### src/trigger_defs.svh
`ifndef TRIGGER_DEFS_SVH
`define TRIGGER_DEFS_SVH

// channel count and sample geometry
`define NCHAN       8
`define NSAMP       4
`define NBITS       12
`define OUTBITS     5

// scaled sample width after the gain stage
`define SCALEBITS   17
// fraction bits of the 4.4 gain
`define GAIN_FRAC   4

// wishbone bus widths
`define WB_AW       22
`define WB_DW       32

// channel field in the address, register offset sits in bits 7:0
`define CHAN_LSB    10
`define CHAN_MSB    12

// register offsets inside one channel
`define REG_GAINOFS 8'h00
`define REG_CTRL    8'h04

// reset defaults, gain 16 is unity in 4.4
`define GAIN_RESET  16
`define SHIFT_RESET 8

`endif

### src/trigger_pkg.sv
`include "trigger_defs.svh"

package trigger_pkg;

    // one adc sample, four of them arrive per aclk
    typedef logic signed [`NBITS-1:0] sample_t;
    typedef sample_t [`NSAMP-1:0] in_word_t;

    // 5-bit trigger value and its word
    typedef logic signed [`OUTBITS-1:0] trig_t;
    typedef trig_t [`NSAMP-1:0] out_word_t;

    // sample after offset and gain, fraction bits dropped
    typedef logic signed [`SCALEBITS-1:0] scaled_t;
    typedef scaled_t [`NSAMP-1:0] scaled_word_t;

    // gain/offset register view, offset in the low bits
    typedef struct packed {
        logic [`WB_DW-25:0] rsvd;
        logic [7:0]         gain;
        logic [3:0]         pad;
        sample_t            offset;
    } gainofs_t;

    // control register view, enable is bit 0
    typedef struct packed {
        logic [`WB_DW-6:0] rsvd;
        logic [3:0]        shift;
        logic              enable;
    } ctrl_t;

    // one bus word, read as gain/offset or control by register offset
    typedef union packed {
        logic [`WB_DW-1:0] raw;
        gainofs_t          gainofs;
        ctrl_t             ctrl;
    } cfg_word_u;

    // live configuration of one channel
    typedef struct packed {
        logic [7:0] gain;
        sample_t    offset;
        logic       enable;
        logic [3:0] shift;
    } chan_cfg_t;

    // request from the decoder to one channel
    typedef struct packed {
        logic       sel;
        logic       we;
        logic [7:0] offs;
        cfg_word_u  data;
    } reg_cmd_t;

endpackage

### src/wb_chan_decode.sv
`include "trigger_defs.svh"

module wb_chan_decode (
    input  logic                              wb_cyc_i,
    input  logic                              wb_stb_i,
    input  logic                              wb_we_i,
    input  logic [`WB_AW-1:0]                 wb_adr_i,
    input  logic [`WB_DW-1:0]                 wb_dat_i,
    input  logic [`NCHAN-1:0]                 chan_ack_i,
    input  logic [`NCHAN-1:0][`WB_DW-1:0]     chan_dat_i,
    output logic                              wb_ack_o,
    output logic [`WB_DW-1:0]                 wb_dat_o,
    output trigger_pkg::reg_cmd_t [`NCHAN-1:0] cmd_o
);

    // channel index from bits 12:10
    logic [`CHAN_MSB-`CHAN_LSB:0] chan_idx;
    // register offset inside the channel
    logic [7:0]                   reg_offs;
    // a live bus request this cycle
    logic                         req;

    // bits 9:8 and everything above 12 are don't care
    assign chan_idx = wb_adr_i[`CHAN_MSB:`CHAN_LSB];
    assign reg_offs = wb_adr_i[7:0];
    assign req      = wb_cyc_i & wb_stb_i;

    // fan the request out, only the addressed channel sees sel
    always_comb begin
        for (int c = 0; c < `NCHAN; c++) begin
            // hold off while that channel is still acking the last access
            cmd_o[c].sel      = req && (chan_idx == c) && !chan_ack_i[c];
            cmd_o[c].we       = wb_we_i;
            cmd_o[c].offs     = reg_offs;
            cmd_o[c].data.raw = wb_dat_i;
        end
    end

    // master holds the address until ack, so the same index picks the reply
    assign wb_ack_o = chan_ack_i[chan_idx];
    assign wb_dat_o = chan_dat_i[chan_idx];

endmodule

### config.mk
export PLATFORM = sky130hd
export DESIGN_NAME = wb_chan_decode
export DESIGN_NICKNAME = d
export VERILOG_FILES = /design/src/trigger_pkg.sv /design/src/wb_chan_decode.sv
export VERILOG_INCLUDE_DIRS = /design/src /design/src/src
export SDC_FILE = /design/constraint.sdc
export NUM_CORES = 1
export LEC_CHECK = 0
export ABC_AREA = 1
export BUFFER_PORTS_ARGS = -buffer_cell sky130_fd_sc_hd__buf_2
export CORE_AREA = 2 2 265 267
export DETAILED_ROUTE_END_ITERATION = 7
export DIE_AREA = 0 0 267 269
export PLACE_DENSITY = 0.4
export RECOVER_POWER = 100
export SLEW_MARGIN = 20
export SYNTH_ARGS = -nofsm -noshare
export SYNTH_HDL_FRONTEND = slang
export SYNTH_SLANG_ARGS = --single-unit
### constraint.sdc
create_clock -name vclk -period 1.24
set_input_delay 0 -clock vclk [all_inputs]
set_output_delay 0 -clock vclk [all_outputs]
set_load 0.02 [all_outputs]
Word level (Yosys, flattened, before mapping)
Cells that the tools add are included.
Widths: inputs -> output; s select.
{ "op_classes": {"addsub": 0, "mux": 4, "div_mod_pow": 0, "n_bitwise": 1, "mul": 0, "magnitude_cmp": 1, "n_eq_ne": 7, "reduce_logical": 25, "shift": 0} }
{ "op_table": {"columns": ["op", "count"], "rows": [
  ["$bmux 32 s3", 1],
  ["$mux 32", 1],
  ["$logic_and 1x1->1", 16],
  ["$eq 3x3->1 const B", 4],
  ["$logic_not 1->1", 8],
  ["$eq 3x2->1 const B", 2],
  ["$lt 3x4->1 const B", 1],
  ["$bmux 1 s3", 1],
  ["$eq 3x1->1 const B", 1],
  ["$logic_not 3->1", 1],
  ["$and 1x1->1", 1],
  ["$mux 1", 1]
]} }
{ "word_totals": {"mem_count": 0, "output_inout_bits": 369, "in_bits": 321, "mem_bits_rw": 0, "rom_bits": 0, "register_bits": 0, "latch_bits": 0} }

Longest topological paths before layout
{ "logic_depth": {"word_depth": 3, "depth_mapped": 10, "depth_no_buf": 7} }

Worst setup path before layout
OpenSTA, ideal clock, no wires.
{ "synth_timing": {"kind": "in2out", "from": "in wb_adr_i[11]", "to": "out cmd_o[209] (netlist bit)", "arrival_ps": 1051, "slack_ps": 189, "path_buffers": 3, "path_stages": 6, "path_cell_list": "buf_2 inv_2 buf_4 buf_4 nand2_1 nor3_1"} }
{ "synth_lines": {"columns": ["element", "line", "source"], "rows": [
  ["start, declared", "wb_chan_decode.sv:7", "input logic [`WB_AW-1:0] wb_adr_i,"],
  ["end, declared", "wb_chan_decode.sv:13", "output trigger_pkg::reg_cmd_t [`NCHAN-1:0] cmd_o"]
]} }

Final worst setup path
{ "layout_timing": {"from": "in wb_adr_i[10]", "to": "out wb_dat_o[6]"} }
{ "layout_via": {"elab_chain_len": 2} }
{ "layout_lines": {"columns": ["element", "line", "source"], "rows": [
  ["$bmux 32 s3", "wb_chan_decode.sv:41", "assign wb_dat_o = chan_dat_i[chan_idx];"],
  ["$mux 32 (not written as such)", "wb_chan_decode.sv:41", null],
  ["end, declared", "wb_chan_decode.sv:12", "output logic [`WB_DW-1:0] wb_dat_o,"]
]} }
No other way between the ends. The select of a mux whose other input is x is not followed.

==> reports/metrics.yaml <==
status: "finished clean"
port_buffers: 310
cp_num_buf_inv: 6
critPathKind: "in2out"
min_path_type: "in2out"
grt.total_usage: 0.07694
wirelength_um: 31170
seq_cells: 0
fillerInstances: 8321
drive_gt1_frac: 0.3716
core-area_mm2: 0.06930
utilization: 0.09119
p_int_w: 0.0009445
pwr-share-seq: 0
gp_congestion: 0.7729
final_cell_mix: "nand2_1, buf_2, nand2_2"
p_comb_frac: 1.000
via_per_inst: 2.833
post-dp-hpwl_um: 26500
drt_first_pass_iters: 4
p_leak_nw: 3.684
critPathMaxStageDelay_ns: 0.15
yosysUniqueCellTypes: 11
num_rows: 97
power_density_mw_per_mm2: 357.7
syn_nets: 1412
switching_share: 0.5821
dr_total_vias: 5715
postRouteAntennaNets: 0
area_delta_synth_final_pct: 16.28
drv_cap: 0
period_needed_ns: 1.217
grt_pass1_wl_um: 39170
regArea_um2: 0
critical_path_required_ns: 1.24
tightest_slew_ns: 0.3374
drt_iter0_drc: 215
place_ws_ns: -0.1324
synth-seq-area-share: 0
drt-wirelength-per-cell_um: 15.45
grt_max_degree: 47
drc: 0
worstPathCellList: "buf_16 -> clkinv_16 -> buf_12 -> buf_12 -> buf_12 -> nand2_4 -> nand2_2 -> nand2_1 -> nand2_1 -> nand2_1 -> nand2_1 -> buf_6"
worstPathArrival_ns: 1.22
syn_avg_cell_area_um2: 4.982
ios: 690
num-clock-buffers: 0
die_x_um: 267
die_area_mm2: 0.07182
layout_commonest_cell: "nand2_1"
max_freq_mhz: 821.9
fp.dieH_um: 269
initial_core_util: 0.07843
cp_max_fo: 7
fin_crit_sh: 0.9812
rsz0062_at_grt: "true"
clock_power_share: 0
critPathTopFamily: "buffers and inverters"
slew_viol_final: 0
finalSetupViolCount: 0
yosysWarnings: 0
cpMostUsedCell: "nand2_1"
end_kind: "primary output"
ir_drop_uv: 98.77
final_nets: 1394
setup_slack_ns: 0.02327
syn_inst: 1091
cp-start-kind: "primary input"
max-slew-margin-rel: 0.7733
first_global_vias: 5496
hold_violations: 0
antenna_found_initial: 10
p_sw_w: 0.001316
overflow: 0
syn_area_mm2: 0.005435
slowest_stage: "buf_12"
==> power by group through the flow <==
stage | logic [W] | clock network, W | registers, W
CTS | 0.00217 | 0 | 0
finish | 0.00226 | 0.000000000658 | 0
floorplan | 0.00253 | 0 | 0
global placement | 0.00215 | 0 | 0
detailed placement | 0.00214 | 0 | 0
global route | 0.00256 | 0.000000000216 | 0
==> repair_timing <==
| item | 4_1_cts | 5_1_grt |
|---|---|---|
| buffers inserted | 0 | 4 |
| hold buffers | 0 | 0 |
| resized for setup | 20 | 63 |
| cloned | 0 | 6 |
| pin swaps | 0 | 7 |
| setup endpoints to repair | 32 | 31 |
==> cell families after synthesis <==
| logic type | Yosys count | synth area share |
|---|---|---|
| AND/OR/NAND/NOR | 708 | 0.4908 |
| buffers and inverters | 383 | 0.5092 |
==> worst paths after layout <==
| kind | from | endpoint | slack, ns | cells after the start |
|---|---|---|---|---|
| worst max-delay path | wb_adr_i[10] | wb_dat_o[6] | 0.02 | 12 |
| worst min-delay path | wb_dat_i[29] | cmd_o[113] | 0.000005 | 0 |
==> through the flow <==
stage	TNS, ns	hold slack [ns]	power (W)	instances	cell area [um2]
after floorplan	0	0.08867	0.002526	1091	5435
after global placement	-1.524	0.0005833	0.002154	2001	5896
after detailed placement	-1.379	0.0005833	0.002135	2001	5896
after CTS	-0.2190	0.0005833	0.002172	2001	5951
after global routing	-0.2270	0.0001399	0.002559	2013	6310
final	0	0.000004738	0.002260	2017	6320
==> routing by layer <==
layer | GRT usage | wire [um] | up-vias
met5 | 0 | 52 | -
met2 | 0.1165 | 12790 | 357
li1 | - | - | 2875
met1 | 0.09616 | 13670 | 2343
met3 | 0.02995 | 3193 | 132
met4 | 0.03401 | 1462 | 8
==> final cells by class <==
| class | instances | area (um2) | area share |
|---|---|---|---|
| repair buffers | 358 | 2283 | 0.3613 |
| repair inverters | 1 | 8.758 | 0.001386 |
| multi-input cells | 708 | 2790 | 0.4415 |
| inverters | 4 | 46.29 | 0.007325 |
| well taps | 940 | 1176 | 0.1861 |
| diodes | 6 | 15.01 | 0.002376 |
==> cells in the mapped netlist, drive strengths merged <==
| cell | instances | area (um2) |
|---|---|---|
| inv | 3 | 13.76 |
| buf | 368 | 2709 |
| nor3 | 8 | 40.04 |
| clkinv | 1 | 3.750 |
| nand2 | 700 | 2628 |
| clkbuf | 11 | 41.29 |
(Power assumes the default switching activity.)
