File: config.mk
export PLATFORM = sky130hd
export DESIGN_NAME = trigger_chain
export DESIGN_NICKNAME = d
export VERILOG_FILES = /design/src/trigger_pkg.sv /design/src/chain_regs.sv /design/src/agc_scale.sv /design/src/out_quantize.sv /design/src/trigger_chain.sv
export VERILOG_INCLUDE_DIRS = /design/src /design/src/src
export SDC_FILE = /design/constraint.sdc
export NUM_CORES = 1
export LEC_CHECK = 0
export ABC_AREA = 1
export BUFFER_PORTS_ARGS = -buffer_cell sky130_fd_sc_hd__buf_2
export CORE_AREA = 4 4 240 242
export DETAILED_ROUTE_END_ITERATION = 6
export DIE_AREA = 0 0 244 246
export PLACE_DENSITY = 0.73
export SETUP_SLACK_MARGIN = 0.5
export SLEW_MARGIN = 25
export SYNTH_ARGS = -nofsm -noshare
export SYNTH_HDL_FRONTEND = slang
export SYNTH_SLANG_ARGS = --single-unit
File: constraint.sdc
create_clock -name aclk -period 9.05 [get_ports aclk]
set_clock_uncertainty 0.15 [all_clocks]
set_input_delay 1.81 -clock aclk [delete_from_list [all_inputs] [get_ports aclk]]
set_output_delay 1.81 -clock aclk [all_outputs]
set_load 0.05 [all_outputs]
File: src/trigger_defs.svh
`ifndef TRIGGER_DEFS_SVH
`define TRIGGER_DEFS_SVH

// channel count and sample geometry
`define NCHAN       8
`define NSAMP       4
`define NBITS       12
`define OUTBITS     5

// scaled sample width after the gain stage
`define SCALEBITS   17
// fraction bits of the 4.4 gain
`define GAIN_FRAC   4

// wishbone bus widths
`define WB_AW       22
`define WB_DW       32

// channel field in the address, register offset sits in bits 7:0
`define CHAN_LSB    10
`define CHAN_MSB    12

// register offsets inside one channel
`define REG_GAINOFS 8'h00
`define REG_CTRL    8'h04

// reset defaults, gain 16 is unity in 4.4
`define GAIN_RESET  16
`define SHIFT_RESET 8

`endif

File: src/trigger_pkg.sv
`include "trigger_defs.svh"

package trigger_pkg;

    // one adc sample, four of them arrive per aclk
    typedef logic signed [`NBITS-1:0] sample_t;
    typedef sample_t [`NSAMP-1:0] in_word_t;

    // 5-bit trigger value and its word
    typedef logic signed [`OUTBITS-1:0] trig_t;
    typedef trig_t [`NSAMP-1:0] out_word_t;

    // sample after offset and gain, fraction bits dropped
    typedef logic signed [`SCALEBITS-1:0] scaled_t;
    typedef scaled_t [`NSAMP-1:0] scaled_word_t;

    // gain/offset register view, offset in the low bits
    typedef struct packed {
        logic [`WB_DW-25:0] rsvd;
        logic [7:0]         gain;
        logic [3:0]         pad;
        sample_t            offset;
    } gainofs_t;

    // control register view, enable is bit 0
    typedef struct packed {
        logic [`WB_DW-6:0] rsvd;
        logic [3:0]        shift;
        logic              enable;
    } ctrl_t;

    // one bus word, read as gain/offset or control by register offset
    typedef union packed {
        logic [`WB_DW-1:0] raw;
        gainofs_t          gainofs;
        ctrl_t             ctrl;
    } cfg_word_u;

    // live configuration of one channel
    typedef struct packed {
        logic [7:0] gain;
        sample_t    offset;
        logic       enable;
        logic [3:0] shift;
    } chan_cfg_t;

    // request from the decoder to one channel
    typedef struct packed {
        logic       sel;
        logic       we;
        logic [7:0] offs;
        cfg_word_u  data;
    } reg_cmd_t;

endpackage

File: src/chain_regs.sv
`include "trigger_defs.svh"

module chain_regs (
    input  logic                   aclk,
    input  logic                   reset_i,
    input  logic                   agc_reset_i,
    input  trigger_pkg::reg_cmd_t  cmd_i,
    output logic                   ack_o,
    output logic [`WB_DW-1:0]      rdat_o,
    output trigger_pkg::chan_cfg_t cfg_o
);

    trigger_pkg::chan_cfg_t cfg_q;
    logic                   ack_q;
    // write waiting to land at the end of the ack cycle
    logic                   wr_pend_q;
    logic [7:0]             wr_offs_q;
    trigger_pkg::cfg_word_u wr_data_q;
    // read word built through the union
    trigger_pkg::cfg_word_u rd_word;
    // request accepted this cycle
    logic                   take;

    // the decoder holds sel low while this channel acks
    assign take = cmd_i.sel;

    // ack follows the request by one cycle
    always_ff @(posedge aclk) begin
        if (reset_i) begin
            ack_q     <= 1'b0;
            wr_pend_q <= 1'b0;
        end else begin
            ack_q     <= take;
            wr_pend_q <= take & cmd_i.we;
        end
    end

    // write payload and read word captured with the request
    always_ff @(posedge aclk) begin
        if (take) begin
            wr_offs_q <= cmd_i.offs;
            wr_data_q <= cmd_i.data;
            rdat_o    <= rd_word.raw;
        end
    end

    // unknown offsets read as zero
    always_comb begin
        rd_word.raw = '0;
        case (cmd_i.offs)
            `REG_GAINOFS: begin
                rd_word.gainofs.gain   = cfg_q.gain;
                rd_word.gainofs.offset = cfg_q.offset;
            end
            `REG_CTRL: begin
                rd_word.ctrl.enable = cfg_q.enable;
                rd_word.ctrl.shift  = cfg_q.shift;
            end
            default: ;
        endcase
    end

    // config changes at the edge closing the ack cycle
    always_ff @(posedge aclk) begin
        if (reset_i) begin
            cfg_q.gain   <= 8'(`GAIN_RESET);
            cfg_q.offset <= '0;
            cfg_q.enable <= 1'b1;
            cfg_q.shift  <= 4'(`SHIFT_RESET);
        end else begin
            if (wr_pend_q && wr_offs_q == `REG_CTRL) begin
                cfg_q.enable <= wr_data_q.ctrl.enable;
                cfg_q.shift  <= wr_data_q.ctrl.shift;
            end
            // agc reset beats a gain/offset write in the same cycle
            if (agc_reset_i) begin
                cfg_q.gain   <= 8'(`GAIN_RESET);
                cfg_q.offset <= '0;
            end else if (wr_pend_q && wr_offs_q == `REG_GAINOFS) begin
                cfg_q.gain   <= wr_data_q.gainofs.gain;
                cfg_q.offset <= wr_data_q.gainofs.offset;
            end
        end
    end

    assign ack_o = ack_q;
    assign cfg_o = cfg_q;

    ack_single: assert property (@(posedge aclk) disable iff (reset_i) ack_q |=> !ack_q)
        else $error("chain_regs: ack high in two consecutive cycles");

endmodule

File: src/agc_scale.sv
`include "trigger_defs.svh"

module agc_scale (
    input  logic                      aclk,
    input  logic                      reset_i,
    input  trigger_pkg::in_word_t     dat_i,
    input  trigger_pkg::chan_cfg_t    cfg_i,
    output trigger_pkg::scaled_word_t dat_o
);

    // sample minus offset needs one extra bit
    localparam int DIFFBITS = `NBITS + 1;
    // gain goes in as a 9-bit signed, zero extended
    localparam int PRODBITS = DIFFBITS + 9;
    // product with the gain fraction dropped
    localparam int SHFTBITS = PRODBITS - `GAIN_FRAC;

    logic signed [DIFFBITS-1:0] diff    [`NSAMP];
    logic signed [PRODBITS-1:0] prod    [`NSAMP];
    logic signed [SHFTBITS-1:0] shifted [`NSAMP];
    // lane result fits the scaled width
    logic [`NSAMP-1:0]          fits;

    // four lanes side by side, all share the channel config
    always_comb begin
        for (int k = 0; k < `NSAMP; k++) begin
            diff[k] = $signed({dat_i[k][`NBITS-1], dat_i[k]})
                    - $signed({cfg_i.offset[`NBITS-1], cfg_i.offset});
            prod[k] = diff[k] * $signed({1'b0, cfg_i.gain});
            // arithmetic shift by 4 is just dropping the low bits
            shifted[k] = prod[k][PRODBITS-1:`GAIN_FRAC];
            // upper bits must all copy the sign bit
            fits[k] = (&shifted[k][SHFTBITS-1:`SCALEBITS-1])
                    | ~(|shifted[k][SHFTBITS-1:`SCALEBITS-1]);
        end
    end

    // first pipeline register
    always_ff @(posedge aclk) begin
        if (reset_i) begin
            dat_o <= '0;
        end else begin
            for (int k = 0; k < `NSAMP; k++) begin
                dat_o[k] <= shifted[k][`SCALEBITS-1:0];
            end
        end
    end

    scale_fits: assert property (@(posedge aclk) disable iff (reset_i) &fits)
        else $error("agc_scale: scaled sample overflows %0d bits", `SCALEBITS);

endmodule

File: src/out_quantize.sv
`include "trigger_defs.svh"

module out_quantize (
    input  logic                      aclk,
    input  logic                      reset_i,
    input  trigger_pkg::scaled_word_t dat_i,
    input  trigger_pkg::chan_cfg_t    cfg_i,
    output trigger_pkg::out_word_t    dat_o
);

    localparam int TRIG_MAX = 2 ** (`OUTBITS - 1) - 1;
    localparam int TRIG_MIN = -(2 ** (`OUTBITS - 1));

    // enable and shift follow their word one stage late
    logic                   en_q;
    logic [3:0]             shift_q;
    trigger_pkg::scaled_t   shifted [`NSAMP];
    trigger_pkg::out_word_t qnt;
    // lanes clipped at the top or bottom limit
    logic [`NSAMP-1:0]      sat_hi;
    logic [`NSAMP-1:0]      sat_lo;

    // snapshot taken when the word enters agc_scale
    always_ff @(posedge aclk) begin
        if (reset_i) begin
            en_q    <= 1'b0;
            shift_q <= '0;
        end else begin
            en_q    <= cfg_i.enable;
            shift_q <= cfg_i.shift;
        end
    end

    always_comb begin
        for (int k = 0; k < `NSAMP; k++) begin
            shifted[k] = $signed(dat_i[k]) >>> shift_q;
            sat_hi[k]  = shifted[k] > TRIG_MAX;
            sat_lo[k]  = shifted[k] < TRIG_MIN;
            // disabled channel outputs zero
            if (!en_q)
                qnt[k] = '0;
            else if (sat_hi[k])
                qnt[k] = trigger_pkg::trig_t'(TRIG_MAX);
            else if (sat_lo[k])
                qnt[k] = trigger_pkg::trig_t'(TRIG_MIN);
            else
                qnt[k] = shifted[k][`OUTBITS-1:0];
        end
    end

    // second pipeline register
    always_ff @(posedge aclk) begin
        if (reset_i)
            dat_o <= '0;
        else
            dat_o <= qnt;
    end

    for (genvar k = 0; k < `NSAMP; k++) begin : g_sat_chk
        sat_limit: assert property (@(posedge aclk) disable iff (reset_i)
            (en_q && (sat_hi[k] || sat_lo[k])) |=>
                (dat_o[k] == trigger_pkg::trig_t'(TRIG_MAX)
                 || dat_o[k] == trigger_pkg::trig_t'(TRIG_MIN)))
            else $error("out_quantize: lane %0d not held at a limit", k);
    end

endmodule

File: src/trigger_chain.sv
`include "trigger_defs.svh"

module trigger_chain (
    input  logic                   aclk,
    input  logic                   reset_i,
    input  logic                   agc_reset_i,
    input  trigger_pkg::reg_cmd_t  cmd_i,
    output logic                   ack_o,
    output logic [`WB_DW-1:0]      rdat_o,
    input  trigger_pkg::in_word_t  dat_i,
    output trigger_pkg::out_word_t dat_o
);

    // config level shared by both stages
    trigger_pkg::chan_cfg_t    cfg;
    // word between the gain and quantize stages
    trigger_pkg::scaled_word_t scaled;

    chain_regs u_regs (
        .aclk        (aclk),
        .reset_i     (reset_i),
        .agc_reset_i (agc_reset_i),
        .cmd_i       (cmd_i),
        .ack_o       (ack_o),
        .rdat_o      (rdat_o),
        .cfg_o       (cfg)
    );

    // stage 1, offset and gain
    agc_scale u_scale (
        .aclk    (aclk),
        .reset_i (reset_i),
        .dat_i   (dat_i),
        .cfg_i   (cfg),
        .dat_o   (scaled)
    );

    // stage 2, shift, clip, enable
    out_quantize u_quant (
        .aclk    (aclk),
        .reset_i (reset_i),
        .dat_i   (scaled),
        .cfg_i   (cfg),
        .dat_o   (dat_o)
    );

endmodule

; Yosys cells after proc, flatten, opt, wreduce, memory -nomap -nowiden
; Index checks and enable logic that the tools add are counted.
[totals]
elab_cells = 67
register_bits = 172
[classes]
eq_ne = 2
n_bitwise = 2
multipliers = 4
addsub = 4
n_shift = 4
n_mux = 9
n_lt_le_gt_ge = 8
n_reduce_logical = 10
[op_table]
columns = op, n
row1 = $mul A13 B9 Y21, 4
row2 = $gt A17 B5 Y1 const B, 4
row3 = $lt A17 B5 Y1 const B, 4
row4 = $sshr A17 B4 Y17, 4
row5 = $sub A12 B12 Y13, 4
row6 = $mux W5, 4
row7 = $eq A8 B3 Y1 const B, 2
row8 = $logic_not A8 Y1, 2
row9 = $mux W4, 4
row10 = $reduce_or A3 Y1, 4
row11 = $pmux W5 S2, 1
row12 = $reduce_or A2 Y1, 2
row13 = $logic_and A1 B1 Y1, 2
row14 = $and A1 B1 Y1, 1
row15 = $not A1 Y1, 1

; Longest topological paths before layout
[depth]
ltp_word = 4
depth_mapped = 33
depth_no_buf = 33

; By module
; Synthesis repeated with hierarchy kept, for this count alone.
[hier_totals]
cells_unflattened = 3812
area_unflattened_um2 = 26389.1
[modules_own_cells]
columns = module, area_per_inst_um2, instances, cells_each
row1 = agc_scale, 19573.8, 1, 2771
row2 = out_quantize, 3876.2, 1, 750
row3 = chain_regs, 2939.1, 1, 291

; Least setup slack after synthesis
; Ideal clock, no wire load.
[synth_path]
path_type = input port to flip-flop
start = input port dat_i[12] (netlist name)
end = register u_scale.dat_o[26] (netlist name)
setup_ns = 0.115
arrival_time_ns = 6.827
path_slack_ns = 1.958
path_buffers = 0
required_time_ns = 8.785
cell_stages = 27
path_cell_list = inv_1 ha_1 fa_1 nand3b_1 nand2_1 nand2_1 nand2_1 a21oi_1 o21ai_1 xor2_1 nand2_1 fa_1 inv_1 fa_1 fa_1 inv_1 fa_1 inv_1 ha_1 nand2_1 o21ai_0 nand3_1 nand2_1 nand3_1 nand2_1 a21oi_1 o21a_1
[synth_between]
elab_chain_len = 2
[synth_rtl]
columns = item, line
row1 = from (decl), trigger_chain.sv:10  ; input trigger_pkg::in_word_t dat_i,
row2 = $sub A12 B12 Y13, agc_scale.sv:27  ; diff[k] = $signed({dat_i[k][`NBITS-1], dat_i[k]})
row3 = $mul A13 B9 Y21, agc_scale.sv:29  ; prod[k] = diff[k] * $signed({1'b0, cfg_i.gain});
row4 = "to (signal, indexed assignment)", agc_scale.sv:44  ; dat_o[k] <= shifted[k][`SCALEBITS-1:0];
row5 = to (decl), agc_scale.sv:8  ; output trigger_pkg::scaled_word_t dat_o
; Every way passes these cells.
; A chain may end at the register's enable or synchronous reset.

; Worst setup path after layout
[layout_path]
start = input port dat_i[0] (netlist name)
end = register u_scale.dat_o[16] (netlist name)
; Same word-level chain as after synthesis.

==> impl_metrics.csv <==
group,metric,value,unit
clock_tree,cts.hold.buffers_added,0,
critical_path,regToRegSetupSlack,2200,ps
critical_path,slowest_delay,510,ps
detailed_routing,drt_pass1_iterations,5,
placement,io_buffers,121,
critical_path,cp_top_family,"adder cells",
power_and_ir_drop,p_int,0.001455,W
grt,grt_max_degree,73,
layout,drive_above_1_share,0.06552,
clock_tree,cts_inserted_buffers,17,
floorplanning,num_rows,86,
placement,dp_hpwl,49.79,mm
clock_tree,clk_latency,480,ps
layout,final_nets,4035,
detailed_routing,via_per_inst,5.126,
clock_tree,cts.path.max_buffers,2,
detailed_routing,via_count,21360,
clock_tree,clock_sinks,168,
detailed_routing,ant_nets,0,
power_and_ir_drop,peakVddDrop,0.1998,mV
layout,area_delta_synth_final,6.831,%
status,run_status,"completed",
placement,place.gp.congestion,0.9054,
yosys,synth_cells,3362,
critical_path,critPathSlowestCell,"fa_1",
power_and_ir_drop,power.switching,0.0007526,W
power_and_ir_drop,p_clk_frac,0.340,
yosys,avgSynthCellArea,7.382,µm²
placement,placed_cell_area,25880,µm²
sta,fmax,134.5,MHz
yosys,netlist_area,24820,µm²
floorplanning,die-area,60020,µm²
sta,fin_crit,7432,ps
sta,rsz0062_at_grt,"no",
grt,grtUsageMet2,0.3297,
sta,tightest_slew,960.9,ps
detailed_routing,drcViolationCount,0,
sta,slew_viol_final,0,
layout,num_antenna_cells,0,
floorplanning,core,55090,µm²
sta,final_hold_viol_count,0,
floorplanning,die_height,246,µm
clock_tree,h-tree-depth,4,
clock_tree,clk_pin_slew_worst_paths,70,ps
grt,grt_most_used_layer,"met2",
critical_path,worstPathRequired,9250,ps
grt,use_met3,0.04669,
min_path,hp-class,"reg2reg",
sta,relSlewSlack,0.3585,
job,cap_viol_max_count,0,
detailed_routing,drt_iter0_drc,1319,
detailed_routing,wl_per_cell,14.88,µm
grt,grt_pass1_wl,104.3,mm
critical_path,path_class,"in2reg",
critical_path,worstSetupStartpointType,"input port",
clock_tree,tritoncts,"built",
critical_path,worstPathMaxFanout,5,
critical_path,cp.buffers_inverters,6,
detailed_routing,wirelength,62.00,mm
grt,use_met1,0.3003,
grt,grt_pass1_vias,20790,
clock_tree,cts_resized,0,
layout,n_fill_cell,5521,
floorplanning,die_width,244,µm
sta,setup_viol,0,
layout,design_area,26510,µm²
grt,antenna_found_initial,0,
critical_path,crit_path_end_kind,"flop",
power_and_ir_drop,power_frac_comb,0.281,
clock_tree,post-cts-setup-buffer-count,0,
power_and_ir_drop,leakagePower,13.48,nW
power_and_ir_drop,seqPwrFrac,0.380,
critical_path,worstPathArrival,7630,ps
power_and_ir_drop,swShare,0.3408,
grt,grt_overflow,0,
clock_tree,clockRootBuffer,"clkbuf_16",
power_and_ir_drop,powerDensity,83.28,nW/µm²
yosys,seq_area_frac_synth,0.1549,
grt,grt_usage,0.2130,
sta,fin_tns_setup,0,ps
yosys,synth-seq-cells,168,
yosys,yosysWarnings,0,
yosys,ys_types,45,
sta,min_period_over_period,0.8212,
floorplanning,start_util,0.4505,
floorplanning,ios,146,
sequential cells by signal, summed over array words and instances, names as in the netlist:
signal,count
u_regs.cfg_o,25
u_regs.ack_o,1
u_regs.rdat_o,20
u_quant.en_q,1
u_regs.wr_pend_q,1
u_regs.wr_offs_q,8
u_scale.dat_o,68
u_quant.shift_q,4
u_quant.dat_o,20
u_regs.wr_data_q,20
routing by layer:
layer | wire (µm) | part of all wire
met1 | 28930 | 0.47
met2 | 26400 | 0.43
met3 | 5222 | 0.084
met4 | 1436 | 0.023
met5 | 0 | 0
worst min-delay path, stage by stage (launching register included):
cell     delay (ps)
dfxtp_1         290
inv_1            90
nor2_1           50
synthesized netlist by cell type:
cell       count  share of area
a211o_1        3         0.0011
a211oi_1       9         0.0027
a21boi_0       2        0.00060
a21boi_1       2        0.00060
a21o_1         8         0.0024
a21oi_1      194          0.039
a221oi_1       3         0.0011
a31oi_1        9         0.0023
and2_1         4         0.0010
buf_1          5        0.00076
buf_2         20         0.0040
buf_4         25         0.0076
buf_6          7         0.0032
clkbuf_1      64         0.0097
clkinv_1       1        0.00015
conb_1         1        0.00015
dfxtp_1      120          0.097
edfxtp_1      48          0.058
fa_1         330           0.27
ha_1         206           0.10
inv_1        647          0.098
inv_2         11         0.0017
inv_4          1        0.00025
inv_6          1        0.00035
mux2i_1        7         0.0028
nand2_1      612          0.093
nand2_2        3        0.00076
nand3_1      288          0.058
nand3b_1       5         0.0015
nand4_1       14         0.0035
nor2_1       408          0.062
nor3_1        15         0.0030
nor4_1         8         0.0020
o2111ai_1      4         0.0014
o211ai_1      15         0.0045
o21a_1        17         0.0051
o21ai_0      117          0.024
o21ai_1       18         0.0036
o21ai_2        4         0.0014
o21bai_1       8         0.0024
o22ai_1        7         0.0018
o31ai_1        1        0.00030
or2_2         34         0.0086
xnor2_1       36          0.013
xor2_1        20         0.0071
final cells by class:
class	instances	area (µm²)	area share
clock buffers	22	518.0	0.01954
clock inverters	10	101.3	0.003823
inverters	661	2490	0.09391
multi-input cells	2423	17910	0.6755
flip-flops and latches	168	3846	0.1451
well taps	748	935.9	0.03530
repair buffers	135	713.2	0.02690
final timing paths:
check | start | endpoint | depth (start not counted)
max reg2reg | u_regs.cfg_o[6] | u_scale.dat_o[16] | 28
min reg2reg | u_regs.cfg_o[0] | u_quant.shift_q[0] | 2
max | dat_i[0] | u_scale.dat_o[16] | 28
min | u_regs.cfg_o[0] | u_quant.shift_q[0] | 2
through the flow:
step,utilization,power [W],hold slack (ps),cells,worst slack (ps)
floorplan,-,0.001311,274.6,3373,1958
global placement,0.4698,0.001458,290.5,4135,1242
detailed placement,0.4698,0.001467,296.3,4135,1184
CTS,0.4810,0.002222,301.9,4167,1692
global route,0.4812,0.002355,331.9,4167,1121
finish,0.4812,0.002208,305.5,4167,1618
power by group through the flow:
stage | Sequential [W] | Clock, W | Combinational [W]
after floorplan | 0.000879 | 0 | 0.000432
after global placement | 0.000854 | 0 | 0.000604
after detailed placement | 0.000854 | 0 | 0.000613
after CTS | 0.000838 | 0.000767 | 0.000617
after global routing | 0.000842 | 0.000802 | 0.000710
final | 0.000838 | 0.000750 | 0.000620
cells in the final DEF, fill, tap and decap left out, types with 4 or more instances in the layout:
cell type	n
o21ai_1	18
o211ai_1	15
o2111ai_1	4
inv_6	4
buf_2	120
nand4_1	14
ha_1	206
o21a_1	17
a21o_1	8
and2_1	4
dfxtp_1	118
a21oi_1	194
nand3_1	287
xnor2_1	36
mux2i_1	7
nor4_1	8
nand3b_1	5
inv_2	10
edfxtp_1	48
o21ai_2	4
o21bai_1	8
a31oi_1	9
or2_2	34
conb_1	12
inv_1	647
o22ai_1	7
nand2_1	612
clkbuf_16	20
buf_4	15
fa_1	330
a211oi_1	9
nor3_1	15
nor2_1	407
o21ai_0	117
xor2_1	20
kinds of logic (layout without fill, tap and decap cells):
family / Yosys count / in the layout / synth area share
buf+inv: 782 / 828 / 0.1255
xor+xnor: 56 / 56 / 0.01976
mux: 7 / 7 / 0.002823
flops: 168 / 168 / 0.1549
other cells: 1 / 12 / 0.0001511
compound gates: 421 / 421 / 0.09408
simple gates: 1391 / 1391 / 0.2328
fa+ha+maj: 536 / 536 / 0.3701
No activity file was read; power rests on OpenSTA's default activity.
